--- config.mk ---
export PLATFORM = sky130hd
export DESIGN_NAME = riscv_ctrl
export DESIGN_NICKNAME = d
export VERILOG_FILES = /design/src/verilog/riscv_ctrl_pkg.sv /design/src/verilog/decode_if.sv /design/src/verilog/instr_decoder.sv /design/src/verilog/ctrl_fsm.sv /design/src/verilog/riscv_ctrl.sv
export VERILOG_INCLUDE_DIRS = /design/src /design/src/verilog
export SDC_FILE = /design/constraint.sdc
export NUM_CORES = 1
export LEC_CHECK = 0
export BUFFER_PORTS_ARGS = -buffer_cell sky130_fd_sc_hd__buf_4
export CAP_MARGIN = 20
export CORE_ASPECT_RATIO = 1.2
export CORE_MARGIN = 4
export CORE_UTILIZATION = 35
export CTS_CLUSTER_DIAMETER = 120
export DETAILED_ROUTE_END_ITERATION = 7
export PLACE_DENSITY = 0.71
export SYNTH_ARGS = -nofsm -noshare
export SYNTH_HDL_FRONTEND = slang
export SYNTH_SLANG_ARGS = --single-unit
--- constraint.sdc ---
create_clock -name CLK -period 2.55 [get_ports CLK]
set_input_delay 0.51 -clock CLK [delete_from_list [all_inputs] [get_ports CLK]]
set_output_delay 0.51 -clock CLK [all_outputs]
set_load 0.02 [all_outputs]
--- src/verilog/riscv_ctrl_cfg.svh ---
`ifndef RISCV_CTRL_CFG_SVH
`define RISCV_CTRL_CFG_SVH

`define XLEN_INSTR 32

`define OPC_RTYPE  7'b0110011
`define OPC_IMM    7'b0010011
`define OPC_LOAD   7'b0000011
`define OPC_STORE  7'b0100011
`define OPC_BRANCH 7'b1100011
`define OPC_LUI    7'b0110111
`define OPC_JALR   7'b1100111

`define F3_ADD 3'b000
`define F3_AND 3'b111
`define F3_SLT 3'b010
`define F3_LD  3'b011
`define F3_LB  3'b000
`define F3_LH  3'b001
`define F3_LW  3'b010
`define F3_LBU 3'b100
`define F3_LHU 3'b101
`define F3_LWU 3'b110
`define F3_BEQ 3'b000
`define F3_BNE 3'b001

`define F7_SUB 7'b0100000

`define ASEL_W 2
`define BSEL_W 3

`define ASEL_PC   2'd0
`define ASEL_RS   2'd1
`define ASEL_ZERO 2'd3

`define BSEL_RS    3'd0
`define BSEL_FOUR  3'd1
`define BSEL_IMM   3'd2
`define BSEL_BRIMM 3'd3

`endif

--- src/verilog/riscv_ctrl_pkg.sv ---
package riscv_ctrl_pkg;

    typedef enum logic [3:0] {
        st_reset,
        st_wait,
        st_fetch,
        st_reg_read,
        st_execute,
        st_alu_wb,
        st_one_wb,      // slt result true
        st_zero_wb,     // slt result false
        st_link_wb,
        st_mem_read,
        st_load_wb,
        st_mem_write
    } ctrl_state_e;

    // Instruction class as seen by the decoder
    typedef enum logic [3:0] {
        cls_rtype,
        cls_addi,
        cls_slti,
        cls_load,
        cls_store,
        cls_branch,
        cls_lui,
        cls_jalr,
        cls_unknown
    } instr_class_e;

    typedef enum logic [2:0] {
        alu_nop = 3'd0,
        alu_add = 3'd1,
        alu_sub = 3'd2,
        alu_and = 3'd3,
        alu_slt = 3'd6
    } alu_op_e;

    // Write-back source of the register file mux
    typedef enum logic [3:0] {
        dsel_alu  = 4'd0,
        dsel_one  = 4'd2,
        dsel_zero = 4'd3,
        dsel_pc   = 4'd4,
        dsel_ld   = 4'd5,
        dsel_lb   = 4'd6,
        dsel_lh   = 4'd7,
        dsel_lw   = 4'd8,
        dsel_lbu  = 4'd9,
        dsel_lhu  = 4'd10,
        dsel_lwu  = 4'd11
    } data_sel_e;

    typedef enum logic [1:0] {
        br_none,
        br_eq,
        br_ne
    } branch_kind_e;

endpackage

--- src/verilog/decode_if.sv ---
`include "riscv_ctrl_cfg.svh"

interface decode_if
    import riscv_ctrl_pkg::*;
();
    alu_op_e              exec_alu_op;
    logic [`ASEL_W-1:0]   exec_a_sel;
    logic [`BSEL_W-1:0]   exec_b_sel;
    logic                 exec_alu_out_write;
    ctrl_state_e          after_exec;       // Successor of st_execute
    logic                 is_slt;
    branch_kind_e         branch_kind;
    data_sel_e            load_sel;

    modport decoder (
        output exec_alu_op, exec_a_sel, exec_b_sel, exec_alu_out_write,
        output after_exec, is_slt, branch_kind, load_sel
    );

    modport fsm (
        input exec_alu_op, exec_a_sel, exec_b_sel, exec_alu_out_write,
        input after_exec, is_slt, branch_kind, load_sel
    );

endinterface

--- src/verilog/instr_decoder.sv ---
`include "riscv_ctrl_cfg.svh"

module instr_decoder
    import riscv_ctrl_pkg::*;
(
    input  logic [`XLEN_INSTR-1:0] instr,
    decode_if.decoder              dec
);

    logic [6:0]   opcode;
    logic [2:0]   funct3;
    logic [6:0]   funct7;
    instr_class_e cls;
    data_sel_e    load_kind;
    logic         load_ok;

    assign opcode = instr[6:0];
    assign funct3 = instr[14:12];
    assign funct7 = instr[31:25];

    // Load width from funct3
    always_comb begin
        load_ok = 1'b1;
        case (funct3)
            `F3_LD:  load_kind = dsel_ld;
            `F3_LB:  load_kind = dsel_lb;
            `F3_LH:  load_kind = dsel_lh;
            `F3_LW:  load_kind = dsel_lw;
            `F3_LBU: load_kind = dsel_lbu;
            `F3_LHU: load_kind = dsel_lhu;
            `F3_LWU: load_kind = dsel_lwu;
            default: begin
                load_kind = dsel_alu;
                load_ok   = 1'b0;
            end
        endcase
    end

    always_comb begin
        case (opcode)
            `OPC_RTYPE: cls = cls_rtype;
            `OPC_IMM: begin
                if (funct3 == `F3_ADD)
                    cls = cls_addi;
                else if (funct3 == `F3_SLT)
                    cls = cls_slti;
                else
                    cls = cls_unknown;
            end
            `OPC_LOAD:  cls = load_ok ? cls_load : cls_unknown;
            `OPC_STORE: cls = cls_store;        // Single store width
            `OPC_BRANCH: begin
                if (funct3 == `F3_BEQ || funct3 == `F3_BNE)
                    cls = cls_branch;
                else
                    cls = cls_unknown;
            end
            `OPC_LUI:   cls = cls_lui;
            `OPC_JALR:  cls = cls_jalr;
            default:    cls = cls_unknown;
        endcase
    end

    always_comb begin
        dec.exec_alu_op        = alu_nop;
        dec.exec_a_sel         = `ASEL_PC;
        dec.exec_b_sel         = `BSEL_RS;
        dec.exec_alu_out_write = 1'b0;
        dec.after_exec         = st_wait;   // Unknown ends after execute
        dec.is_slt             = 1'b0;
        dec.branch_kind        = br_none;
        dec.load_sel           = load_kind;

        case (cls)
            cls_rtype: begin
                dec.exec_a_sel         = `ASEL_RS;
                dec.exec_b_sel         = `BSEL_RS;
                dec.exec_alu_out_write = 1'b1;
                dec.after_exec         = st_alu_wb;
                if (funct7 == `F7_SUB) begin
                    dec.exec_alu_op = alu_sub;
                end else begin
                    case (funct3)
                        `F3_AND: dec.exec_alu_op = alu_and;
                        `F3_SLT: begin
                            dec.exec_alu_op = alu_slt;
                            dec.is_slt      = 1'b1;
                        end
                        default: dec.exec_alu_op = alu_add;
                    endcase
                end
            end
            cls_addi, cls_slti, cls_load, cls_store, cls_jalr, cls_lui: begin
                dec.exec_a_sel         = (cls == cls_lui) ? `ASEL_ZERO : `ASEL_RS;
                dec.exec_b_sel         = `BSEL_IMM;
                dec.exec_alu_out_write = 1'b1;
                dec.exec_alu_op        = (cls == cls_slti) ? alu_slt : alu_add;
                dec.is_slt             = (cls == cls_slti);
                case (cls)
                    cls_load:  dec.after_exec = st_mem_read;
                    cls_store: dec.after_exec = st_mem_write;
                    cls_jalr:  dec.after_exec = st_link_wb;
                    default:   dec.after_exec = st_alu_wb;
                endcase
            end
            cls_branch: begin
                dec.exec_a_sel  = `ASEL_RS;
                dec.exec_b_sel  = `BSEL_RS;
                dec.exec_alu_op = alu_sub;      // Compare through zero flag
                dec.branch_kind = (funct3 == `F3_BEQ) ? br_eq : br_ne;
            end
            default: ;
        endcase
    end

endmodule

--- src/verilog/ctrl_fsm.sv ---
`include "riscv_ctrl_cfg.svh"

module ctrl_fsm
    import riscv_ctrl_pkg::*;
(
    input  logic               CLK,
    input  logic               RST,
    input  logic               zero,
    input  logic               less,
    decode_if.fsm              dec,
    output logic               pc_src_sel,
    output logic               reg_write,
    output logic [3:0]         data_sel,
    output logic               mem_data_reg_write,
    output logic               alu_out_write,
    output logic               mem_write,
    output logic               datapath_reset,
    output logic [2:0]         alu_op,
    output logic               pc_write,
    output logic               ir_load,
    output logic [`ASEL_W-1:0] alu_a_sel,
    output logic [`BSEL_W-1:0] alu_b_sel,
    output logic               reg_a_write,
    output logic               reg_b_write
);

    ctrl_state_e state;
    ctrl_state_e state_next;
    logic        br_taken;

    always_ff @(posedge CLK or posedge RST) begin
        if (RST)
            state <= st_reset;
        else
            state <= state_next;
    end

    always_comb begin
        case (state)
            st_reset:    state_next = st_wait;
            st_wait:     state_next = st_fetch;
            st_fetch:    state_next = st_reg_read;
            st_reg_read: state_next = st_execute;
            st_execute: begin
                if (dec.is_slt)
                    state_next = less ? st_one_wb : st_zero_wb;
                else
                    state_next = dec.after_exec;
            end
            st_mem_read: state_next = st_load_wb;
            default:     state_next = st_wait;  // All write-back states end here
        endcase
    end

    assign br_taken = (dec.branch_kind == br_eq && zero) ||
                      (dec.branch_kind == br_ne && !zero);

    always_comb begin
        pc_src_sel         = 1'b1;          // PC+4 path
        reg_write          = 1'b0;
        data_sel           = dsel_alu;
        mem_data_reg_write = 1'b0;
        alu_out_write      = 1'b0;
        mem_write          = 1'b0;
        datapath_reset     = 1'b0;
        alu_op             = alu_nop;
        pc_write           = 1'b0;
        ir_load            = 1'b0;
        alu_a_sel          = `ASEL_PC;
        alu_b_sel          = `BSEL_RS;
        reg_a_write        = 1'b0;
        reg_b_write        = 1'b0;

        case (state)
            st_reset: datapath_reset = 1'b1;
            st_fetch: begin
                ir_load   = 1'b1;
                pc_write  = 1'b1;
                alu_op    = alu_add;
                alu_a_sel = `ASEL_PC;
                alu_b_sel = `BSEL_FOUR;
            end
            st_reg_read: begin
                reg_a_write   = 1'b1;
                reg_b_write   = 1'b1;
                alu_out_write = 1'b1;       // Speculative branch target
                alu_op        = alu_add;
                alu_a_sel     = `ASEL_PC;
                alu_b_sel     = `BSEL_BRIMM;
            end
            st_execute: begin
                alu_op        = dec.exec_alu_op;
                alu_a_sel     = dec.exec_a_sel;
                alu_b_sel     = dec.exec_b_sel;
                alu_out_write = dec.exec_alu_out_write;
                if (br_taken) begin
                    pc_write   = 1'b1;
                    pc_src_sel = 1'b0;      // Target from ALU out
                end
            end
            st_alu_wb: begin
                reg_write = 1'b1;
                data_sel  = dsel_alu;
            end
            st_one_wb: begin
                reg_write = 1'b1;
                data_sel  = dsel_one;
            end
            st_zero_wb: begin
                reg_write = 1'b1;
                data_sel  = dsel_zero;
            end
            st_link_wb: begin
                reg_write  = 1'b1;
                data_sel   = dsel_pc;       // rd gets return address
                pc_write   = 1'b1;
                pc_src_sel = 1'b0;
            end
            st_mem_read: mem_data_reg_write = 1'b1;
            st_load_wb: begin
                reg_write = 1'b1;
                data_sel  = dec.load_sel;
            end
            st_mem_write: mem_write = 1'b1;
            default: ;
        endcase
    end

endmodule

--- src/verilog/riscv_ctrl.sv ---
module riscv_ctrl (
    input  logic        CLK,
    input  logic        RST,
    input  logic [31:0] instr,
    input  logic        zero,
    input  logic        less,
    output logic        pc_src_sel,
    output logic        reg_write,
    output logic [3:0]  data_sel,
    output logic        mem_data_reg_write,
    output logic        alu_out_write,
    output logic        mem_write,
    output logic        datapath_reset,
    output logic [2:0]  alu_op,
    output logic        pc_write,
    output logic        ir_load,
    output logic [1:0]  alu_a_sel,
    output logic [2:0]  alu_b_sel,
    output logic        reg_a_write,
    output logic        reg_b_write
);

    decode_if dec_if ();

    instr_decoder decoder_inst (
        .instr (instr),
        .dec   (dec_if.decoder)
    );

    // Moore outputs except the taken-branch PC update
    ctrl_fsm fsm_inst (
        .CLK                (CLK),
        .RST                (RST),
        .zero               (zero),
        .less               (less),
        .dec                (dec_if.fsm),
        .pc_src_sel         (pc_src_sel),
        .reg_write          (reg_write),
        .data_sel           (data_sel),
        .mem_data_reg_write (mem_data_reg_write),
        .alu_out_write      (alu_out_write),
        .mem_write          (mem_write),
        .datapath_reset     (datapath_reset),
        .alu_op             (alu_op),
        .pc_write           (pc_write),
        .ir_load            (ir_load),
        .alu_a_sel          (alu_a_sel),
        .alu_b_sel          (alu_b_sel),
        .reg_a_write        (reg_a_write),
        .reg_b_write        (reg_b_write)
    );

endmodule

# Word-level counts from Yosys, hierarchy flattened
# Index checks and enable logic that the tools add are counted.
[classes]
eq_ne = 35
n_mux = 40
n_reduce_logical = 15
[op_table]
columns = ["op", "n"]
rows = [
  ["$pmux W4 S7", 2],
  ["$eq A4 B3 Y1 const B", 8],
  ["$eq A7 B6 Y1 const B", 4],
  ["$mux W4", 5],
  ["$pmux W4 S5", 1],
  ["$eq A4 B2 Y1 const B", 4],
  ["$eq A4 B4 Y1 const B", 4],
  ["$pmux W4 S4", 1],
  ["$eq A7 B7 Y1 const B", 2],
  ["$reduce_or A7 Y1", 2],
  ["$mux W1", 13],
  ["$eq A3 B3 Y1 const B", 4],
  ["$pmux W3 S2", 2],
  ["$pmux W4 S3", 1],
  ["$mux W2", 5],
  ["$pmux W3 S3", 1],
  ["$eq A4 B1 Y1 const B", 2],
  ["$logic_not A4 Y1", 2],
  ["$pmux W1 S2", 4],
  ["$pmux W4 S2", 1],
  ["$eq A7 B2 Y1 const B", 1],
  ["$eq A7 B5 Y1 const B", 1],
  ["$eq A3 B2 Y1 const B", 2],
  ["$mux W3", 2],
  ["other kinds (12)", 16],
]
[word_totals]
output_inout_bits = 22
wordCells = 91
in_bits = 36
reg_bits = 4

# Logic depth before layout (Yosys ltp)
# Gate-level depths: netlist of run 1.
[depth]
ltp_word = 12
ltp_mapped = 7

# Hierarchy
# From an unflattened synthesis of run 1, not the netlist that was laid out.
[hier_totals]
cells_unflattened = 146
hier_area_um2 = 1013.5
[by_module_without_submodules]
columns = ["module", "instances", "area_per_inst_um2", "seq_area_each_um2", "cells_per_inst"]
rows = [
  ["instr_decoder", 1, 529.3, 0.0, 84],
  ["ctrl_fsm", 1, 484.2, 100.1, 62],
]

# Least setup slack after synthesis of run 1
# No wires, ideal clock.
[synth_path]
kind = "input to output"
startpoint = "in instr[14]"
endpoint = "out pc_write"
required_ns = 2.040
stages = 6
setup_slack_ns = 0.038
arrival_ns = 2.002
cell_sequence = "clkbuf_1 -> or2_1 -> nor4b_2 -> nand3_1 -> a211o_1 -> o21ai_1"
[synth_via]
elab_chain_cells = 12
[synth_lines]
columns = ["element", "line", "text"]
rows = [
  ["start: declaration", "riscv_ctrl.sv:4", "input logic [31:0] instr,"],
  ["$eq A3 B2 Y1 (tied with other cells)", "instr_decoder.sv:24", "case (funct3)"],
  ["$reduce_or A7 Y1 (no source line)", "--", ""],
  ["$mux W1", "instr_decoder.sv:24", ""],
  ["$mux W4", "instr_decoder.sv:50", "`OPC_LOAD: cls = load_ok ? cls_load : cls_unknown;"],
  ["$pmux W4 S7", "instr_decoder.sv:40", "case (opcode)"],
  ["$eq A4 B3 Y1", "instr_decoder.sv:74", "case (cls)"],
  ["$mux W2 *", "instr_decoder.sv:74", ""],
  ["$eq A2 B1 Y1 / $eq A2 B2 Y1 (equally long branches)", "ctrl_fsm.sv:55, ctrl_fsm.sv:56", ""],
  ["$logic_and A1 B1 Y1 (on tied branches)", "ctrl_fsm.sv:55, ctrl_fsm.sv:56", ""],
  ["$logic_or A1 B1 Y1 *", "ctrl_fsm.sv:55", "assign br_taken = (dec.branch_kind == br_eq && zero) ||"],
  ["$mux W1 *", "ctrl_fsm.sv:96", "if (br_taken) begin"],
  ["$pmux W1 S2 *", "ctrl_fsm.sv:74", "case (state)"],
  ["end: declaration", "riscv_ctrl.sv:15", "output logic pc_write,"],
]
# Every way passes the cells marked *; elsewhere a longest branch is shown, timed or not.

# Worst setup path after layout of run 1
[layout_path]
startpoint = "reg fsm_inst.state[3]"
endpoint = "out alu_out_write"
[layout_via]
elab_chain_cells = 2
[layout_lines]
columns = ["element", "line", "text"]
rows = [
  ["start: declaration", "ctrl_fsm.sv:27", "ctrl_state_e state;"],
  ["start signal: assignment", "ctrl_fsm.sv:33", "state <= st_reset;"],
  ["start signal: assignment", "ctrl_fsm.sv:35", "state <= state_next;"],
  ["$eq A4 B3 Y1 / $eq A4 B2 Y1 (equally long branches)", "ctrl_fsm.sv:74", ""],
  ["$pmux W1 S2 *", "ctrl_fsm.sv:74", ""],
  ["end: declaration", "riscv_ctrl.sv:11", "output logic alu_out_write,"],
]
# Marks and branches as above.

==> flow_metrics.tcl, run 1 <==
set metrics [dict create \
    numPortBuffers 41 \
    htreeDepth 1 \
    grt_pass1_wl_mm 4.22 \
    p_total_mw 0.370 \
    vias_per_cell 5.38 \
    largest_register_ffs 4 \
    synth_ff_type "dfrtp_1" \
    sw_frac_of_total_pct 41.6 \
    cp.depth 6 \
    clkLatencyLatePin_ns 0.23 \
    async_reset_ff_share_pct 100 \
    top_regs "fsm_inst.state: 4 flops" \
    crit_type "reg -> out" \
    drtPass1Iterations 4 \
    p_comb_share_pct 59.2 \
    worst_hold_slack_ns 0.160 \
    yosysMostFrequentCell "nor2_1" \
    ys_top_cells_by_area "dfrtp_1 (13%), nor2_1 (6.8%), nand2_1 (4.3%)" \
    grtUsageTotal_pct 17.3 \
    die_area_mm2 0.00305 \
    synth_seq_cells 4 \
    seqPwrFrac_pct 19.8 \
    vias 1065 \
    io_pins 58 \
    min_path_type "in -> async" \
    fin_setup_tns_ns 0 \
    powerDensity_mw_per_mm2 298 \
    syn_area_um2 778 \
    cp_max_fo 4 \
    antenna_cells 0 \
    utilization_pct 59.1 \
    clock-sinks 4 \
    rsz0062_at_grt "yes" \
    antenna_found_initial 0 \
    ys_seq_area_share_pct 12.9 \
    clockBufferDepth 2 \
    slowest_delay_ns 0.58 \
    crit_path_end_kind "primary output" \
    cpLargestDelayFamily "simple AND/OR/NAND/NOR gates" \
    dieWidth_um 51.0 \
    rows 18 \
    drv_slew 0 \
    yosysTopAreaCell "dfrtp_1" \
    yosys_warnings 0 \
    top_register "fsm_inst.state" \
    ant_nets 0 \
    core-area_mm2 0.00209 \
    r2r_cells 3 \
    max-vdd-ir-drop_mv 0.227 \
    synthCells 119 \
    pwr-share-clk_pct 21.0 \
    period_minus_slack_ns 2.51 \
    hpwl_mm 2.13 \
    yosysUniqueCellTypes 46 \
    cts.hold.buffers_added 0 \
    worst_slack_ns 0.0410 \
    p_sw_mw 0.154 \
    status "complete, no violations" \
    nFillCells 216 \
    clk_pin_slew_ns 0.04 \
    grt_pass1_vias 992 \
    grt_max_degree 15 \
    period_share_pct 98.4 \
    maxCapViolCount 0 \
    synth.avg_cell_area_um2 6.54 \
    cts_made_buffers 3 \
    hold_violations 0 \
    cp.arrival_ns 2.00 \
    grt_remaining_overflow 0 \
    drt_iter0_drc 37 \
    synth_top_area_share_pct 12.9 \
    wl_per_cell_um 13.1 \
    die_h_um 59.7 \
    routabilityCongestion 0.892 \
    drive_above_1_share_pct 38.7 \
    synthToLayoutAreaGrowth_pct 59.2 \
    drc_errors 0 \
    synth_nets 155 \
    worst-path-buf-inv 1 \
    power.internal_mw 0.216 \
    required_ns 2.04 \
    synth-edff-count 0 \
    cp_cell_sequence "or4b_4 -> nor2_2 -> o21ai_1 -> a211o_1 -> o211ai_1 -> buf_4" \
    fmax_ghz 0.399 \
    drt_wl_total_mm 2.59 \
    critPathLaunchType "flip-flop" \
    cts_root_buf "clkbuf_4" \
    nNetsFinal 206 \
    cts_tree "built" \
    place_ws_ns 0.00817 \
    setup_viol 0 \
    cp_slowest_cell "or4b_4" \
    synth_common_cells "nor2_1 (14), nand2_1 (9)" \
    start_util_pct 37.2 \
    skew_ns 0.00368 \
    power.leakage_nw 0.575 \
]
-- kinds of logic after synthesis --
family	synth area share (%)
AO/OA/AOI/OAI	31.2
other	0.482
XOR/XNOR	4.50
flip-flops	12.9
buffers and inverters	9.00
AND/OR/NAND/NOR	42.0
-- per-stage QoR --
stage / std cells / instance area (um^2)
after floorplan: 119 / 778
after global placement: 194 / 1180
after detailed placement: 194 / 1180
after CTS: 198 / 1210
after global routing: 198 / 1240
final: 198 / 1240
-- worst reg2reg max path, cell delays in order (launching register included) --
cell and delay [ns]:
dfrtp_1 0.37, or4b_4 0.58, o41ai_1 0.38, a41oi_1 0.10
-- path summary, 6_finish.rpt --
path / end / slack, ns / from
min in group CLK: fsm_inst.state[0]$_DFF_PP0_ / 0.51 / less
max in group asynchronous: fsm_inst.state[0]$_DFF_PP0_ / 2.24 / RST
setup / recovery: alu_out_write / 0.04 / fsm_inst.state[3]$_DFF_PP0_
hold reg to reg: fsm_inst.state[3]$_DFF_PP0_ / 0.60 / fsm_inst.state[0]$_DFF_PP0_
hold / removal: fsm_inst.state[2]$_DFF_PP0_ / 0.16 / RST
setup reg to reg: fsm_inst.state[0]$_DFF_PP0_ / 0.98 / fsm_inst.state[3]$_DFF_PP0_
-- final cells by class --
type                            count  area, um^2  share of cell area [%]
Sequential cell                     4         100                    8.08
Multi-Input combinational cell     99         634                    51.2
Clock buffer                        3        22.5                    1.82
Tap cell                           30        37.5                    3.03
Timing Repair Buffer               55         417                    33.6
Inverter                            7        27.5                    2.22
-- layout by cell type, fill, tap and decap left out, types with 3 or more instances in the layout --
cell	Yosys	routed
clkbuf_4	0	3
nand4_1	3	3
nand2_1	9	9
o21ai_0	6	6
buf_4	2	54
a31oi_1	3	3
inv_1	6	6
nor2_1	14	12
dfrtp_1	4	4
a211o_1	3	3
o21ai_1	6	6
a21oi_1	5	5
nor2b_1	3	3
nand3_1	6	6
nor3b_1	3	3
-- power groups by stage --
stage	clock network [mW]	registers [mW]	logic [mW]
2_1_floorplan	0	0.0773	0.124
3_3_place_gp	0	0.0742	0.210
6_report	0.0777	0.0730	0.219
5_1_grt	0.0882	0.0737	0.240
3_5_place_dp	0	0.0748	0.214
4_1_cts	0.0826	0.0732	0.217
-- per-layer routing --
| metal | part of all wire, % | up-vias | global-route usage, % |
|---|---|---|---|
| met4 | 0 | 0 | 4.62 |
| met2 | 54 | 32 | 31.7 |
| met1 | 41 | 499 | 21.4 |
| met5 | 0 | - | 0 |
| li1 | - | 534 | - |
| met3 | 5.2 | 0 | 1.50 |
-- repair_timing --
action,in CTS,in global routing
pin swaps,1,2
gates resized for setup,1,5
endpoints found under the setup margin,4,7
buffers inserted,1,0
(Power assumes the default switching activity.)
==> run 2, diff against run 1 <==
- CORE_UTILIZATION: 35 -> 30
- PLACE_DENSITY: 0.71 -> not set
==> run 2 against run 1 <==
  * Clock skew rose by 0.0025 ns
  * Die area increased by 14%
  * First-iteration DRC count is 49% lower
  * Clock power down 2%
  * Flip-flop and latch count is the same
  * Fmax decreased by 0.52%
  * Largest power group unchanged
  * Highest routed layer is now met4
==> flow_metrics.tcl, run 2 (same netlist as run 1, synthesis figures left out) <==
set metrics [dict create \
    power.leakage_nw 0.580 \
    worstSetupStartpoint "fsm_inst.state[0]$_DFF_PP0_" \
    cp_cell_sequence "or4b_4 -> nor2_4 -> o21ai_2 -> a211o_1 -> o211ai_1 -> buf_4" \
    reg2reg_to "fsm_inst.state[0]$_DFF_PP0_" \
    antenna_found_initial 0 \
    critical_path.endpoint "alu_out_write" \
    worst-path-buf-inv 1 \
    crit_path_end_kind "primary output" \
    max-vdd-ir-drop_mv 0.209 \
    numPortBuffers 41 \
    clock-sinks 4 \
    drc_errors 0 \
    cpLargestDelayFamily "simple AND/OR/NAND/NOR gates" \
    vias 1080 \
    pwr-share-clk_pct 20.7 \
    setup_viol 0 \
    required_ns 2.04 \
    cts_tree "built" \
    drtPass1Iterations 4 \
    cts.hold.buffers_added 0 \
    core-area_mm2 0.00238 \
    start_util_pct 32.7 \
    synthToLayoutAreaGrowth_pct 61.9 \
    routabilityCongestion 0.925 \
    top_register "fsm_inst.state" \
    final_cell_mix "buf_4 (55), nor2_1 (13), nand2_1 (9)" \
    drt_iter0_drc 19 \
    maxCapViolCount 0 \
    rows 19 \
    final_common_cell "buf_4" \
    dp.cells 194 \
    grt_remaining_overflow 0 \
    wl_per_cell_um 13.4 \
    p_comb_share_pct 59.4 \
    hpwl_mm 2.21 \
    largest_register_ffs 4 \
    nFillCells 255 \
    r2r_cells 3 \
    antenna_cells 0 \
    ant_nets 0 \
    drive_above_1_share_pct 40.8 \
    cp.depth 6 \
    min_path_type "in -> async" \
    status "complete, no violations" \
    sw_frac_of_total_pct 41.4 \
    fmax_ghz 0.397 \
    die_h_um 63.8 \
    worst_slack_ns 0.0280 \
    seqPwrFrac_pct 19.9 \
    die_area_mm2 0.00348 \
    drt_wl_total_mm 2.68 \
    clockBufferDepth 2 \
    io_pins 58 \
    rrSetupSlack_ns 0.96 \
    skew_ns 0.00615 \
    cp_slowest_cell "or4b_4" \
    utilization_pct 53.0 \
    worst_hold_slack_ns 0.159 \
    power.internal_mw 0.216 \
    grtUsageTotal_pct 15.7 \
    grt_pass1_wl_mm 4.28 \
    vias_per_cell 5.40 \
    dieWidth_um 54.5 \
    htreeDepth 1 \
    top_regs "fsm_inst.state: 4 flops" \
    period_minus_slack_ns 2.52 \
    layout.cells.non_filler 200 \
    drv_slew 0 \
    p_sw_mw 0.153 \
    crit_type "reg -> out" \
    grt_max_degree 15 \
    cp.arrival_ns 2.01 \
    worstReg2RegStart "fsm_inst.state[0]$_DFF_PP0_" \
    slowest_delay_ns 0.58 \
    place_ws_ns -0.0417 \
    critPathLaunchType "flip-flop" \
    cp_max_fo 4 \
    rsz0062_at_grt "yes" \
    cts_root_buf "clkbuf_4" \
    clk_pin_slew_ns 0.04 \
    nNetsFinal 207 \
    powerDensity_mw_per_mm2 293 \
    period_share_pct 98.9 \
    hold_violations 0 \
    clkLatencyLatePin_ns 0.23 \
    grt_pass1_vias 998 \
    cts_made_buffers 3 \
]
[run 2: worst min path at each step]
stage                     slack [ns]                           to  startpoint  cells after the start
after global placement          0.40  fsm_inst.state[3]$_DFF_PP0_         RST                      2
final                           0.16  fsm_inst.state[1]$_DFF_PP0_         RST                      2
after detailed placement        0.40  fsm_inst.state[1]$_DFF_PP0_         RST                      2
after CTS                       0.16  fsm_inst.state[1]$_DFF_PP0_         RST                      2
after global routing            0.16  fsm_inst.state[1]$_DFF_PP0_         RST                      2
after floorplan                 0.28  fsm_inst.state[0]$_DFF_PP0_         RST                      1
[run 2: power by group through the flow]
stage	clock, mW	sequential, mW	combinational (mW)
2_1_floorplan	0	0.0773	0.124
3_3_place_gp	0	0.0747	0.209
3_5_place_dp	0	0.0748	0.212
4_1_cts	0.0773	0.0736	0.215
5_1_grt	0.0864	0.0747	0.240
6_report	0.0764	0.0737	0.219
[run 2: per-stage QoR]
step                      cell area, um^2  total power [mW]  TNS (ns)
after detailed placement             1170             0.287   -0.0417
final                                1260             0.370         0
after CTS                            1220             0.365   -0.0102
after floorplan                       778             0.202         0
after global placement               1170             0.284  -0.00323
after global routing                 1260             0.401    -0.106
[run 2: cell type report]
| cell class | count | area (um^2) | area share [%] |
|---|---|---|---|
| Sequential cell | 4 | 101 | 8.04 |
| Tap cell | 31 | 38.8 | 3.08 |
| Clock buffer | 3 | 22.5 | 1.79 |
| Inverter | 7 | 27.5 | 2.18 |
| Timing Repair Buffer | 56 | 424 | 33.7 |
| Multi-Input combinational cell | 99 | 646 | 51.2 |
[run 2: what timing repair did]
| item | CTS | global route |
|---|---|---|
| resized for setup | 3 | 6 |
| setup endpoints to repair | 5 | 6 |
| pin swaps | 0 | 5 |
| setup buffers | 1 | 2 |
| hold endpoints to repair | 0 | 0 |
| gates cloned | 0 | 0 |
[run 2: metal layers]
layer / part of all wire (%) / vias to the layer above / wire length (um) / global-route usage (%)
li1: - / 542 / - / -
met1: 40 / 503 / 1080 / 19.4
met2: 54 / 33 / 1440 / 28.4
met3: 5.6 / 2 / 149 / 2.33
met4: 0.49 / 0 / 13 / 2.18
met5: 0 / - / 0 / 0
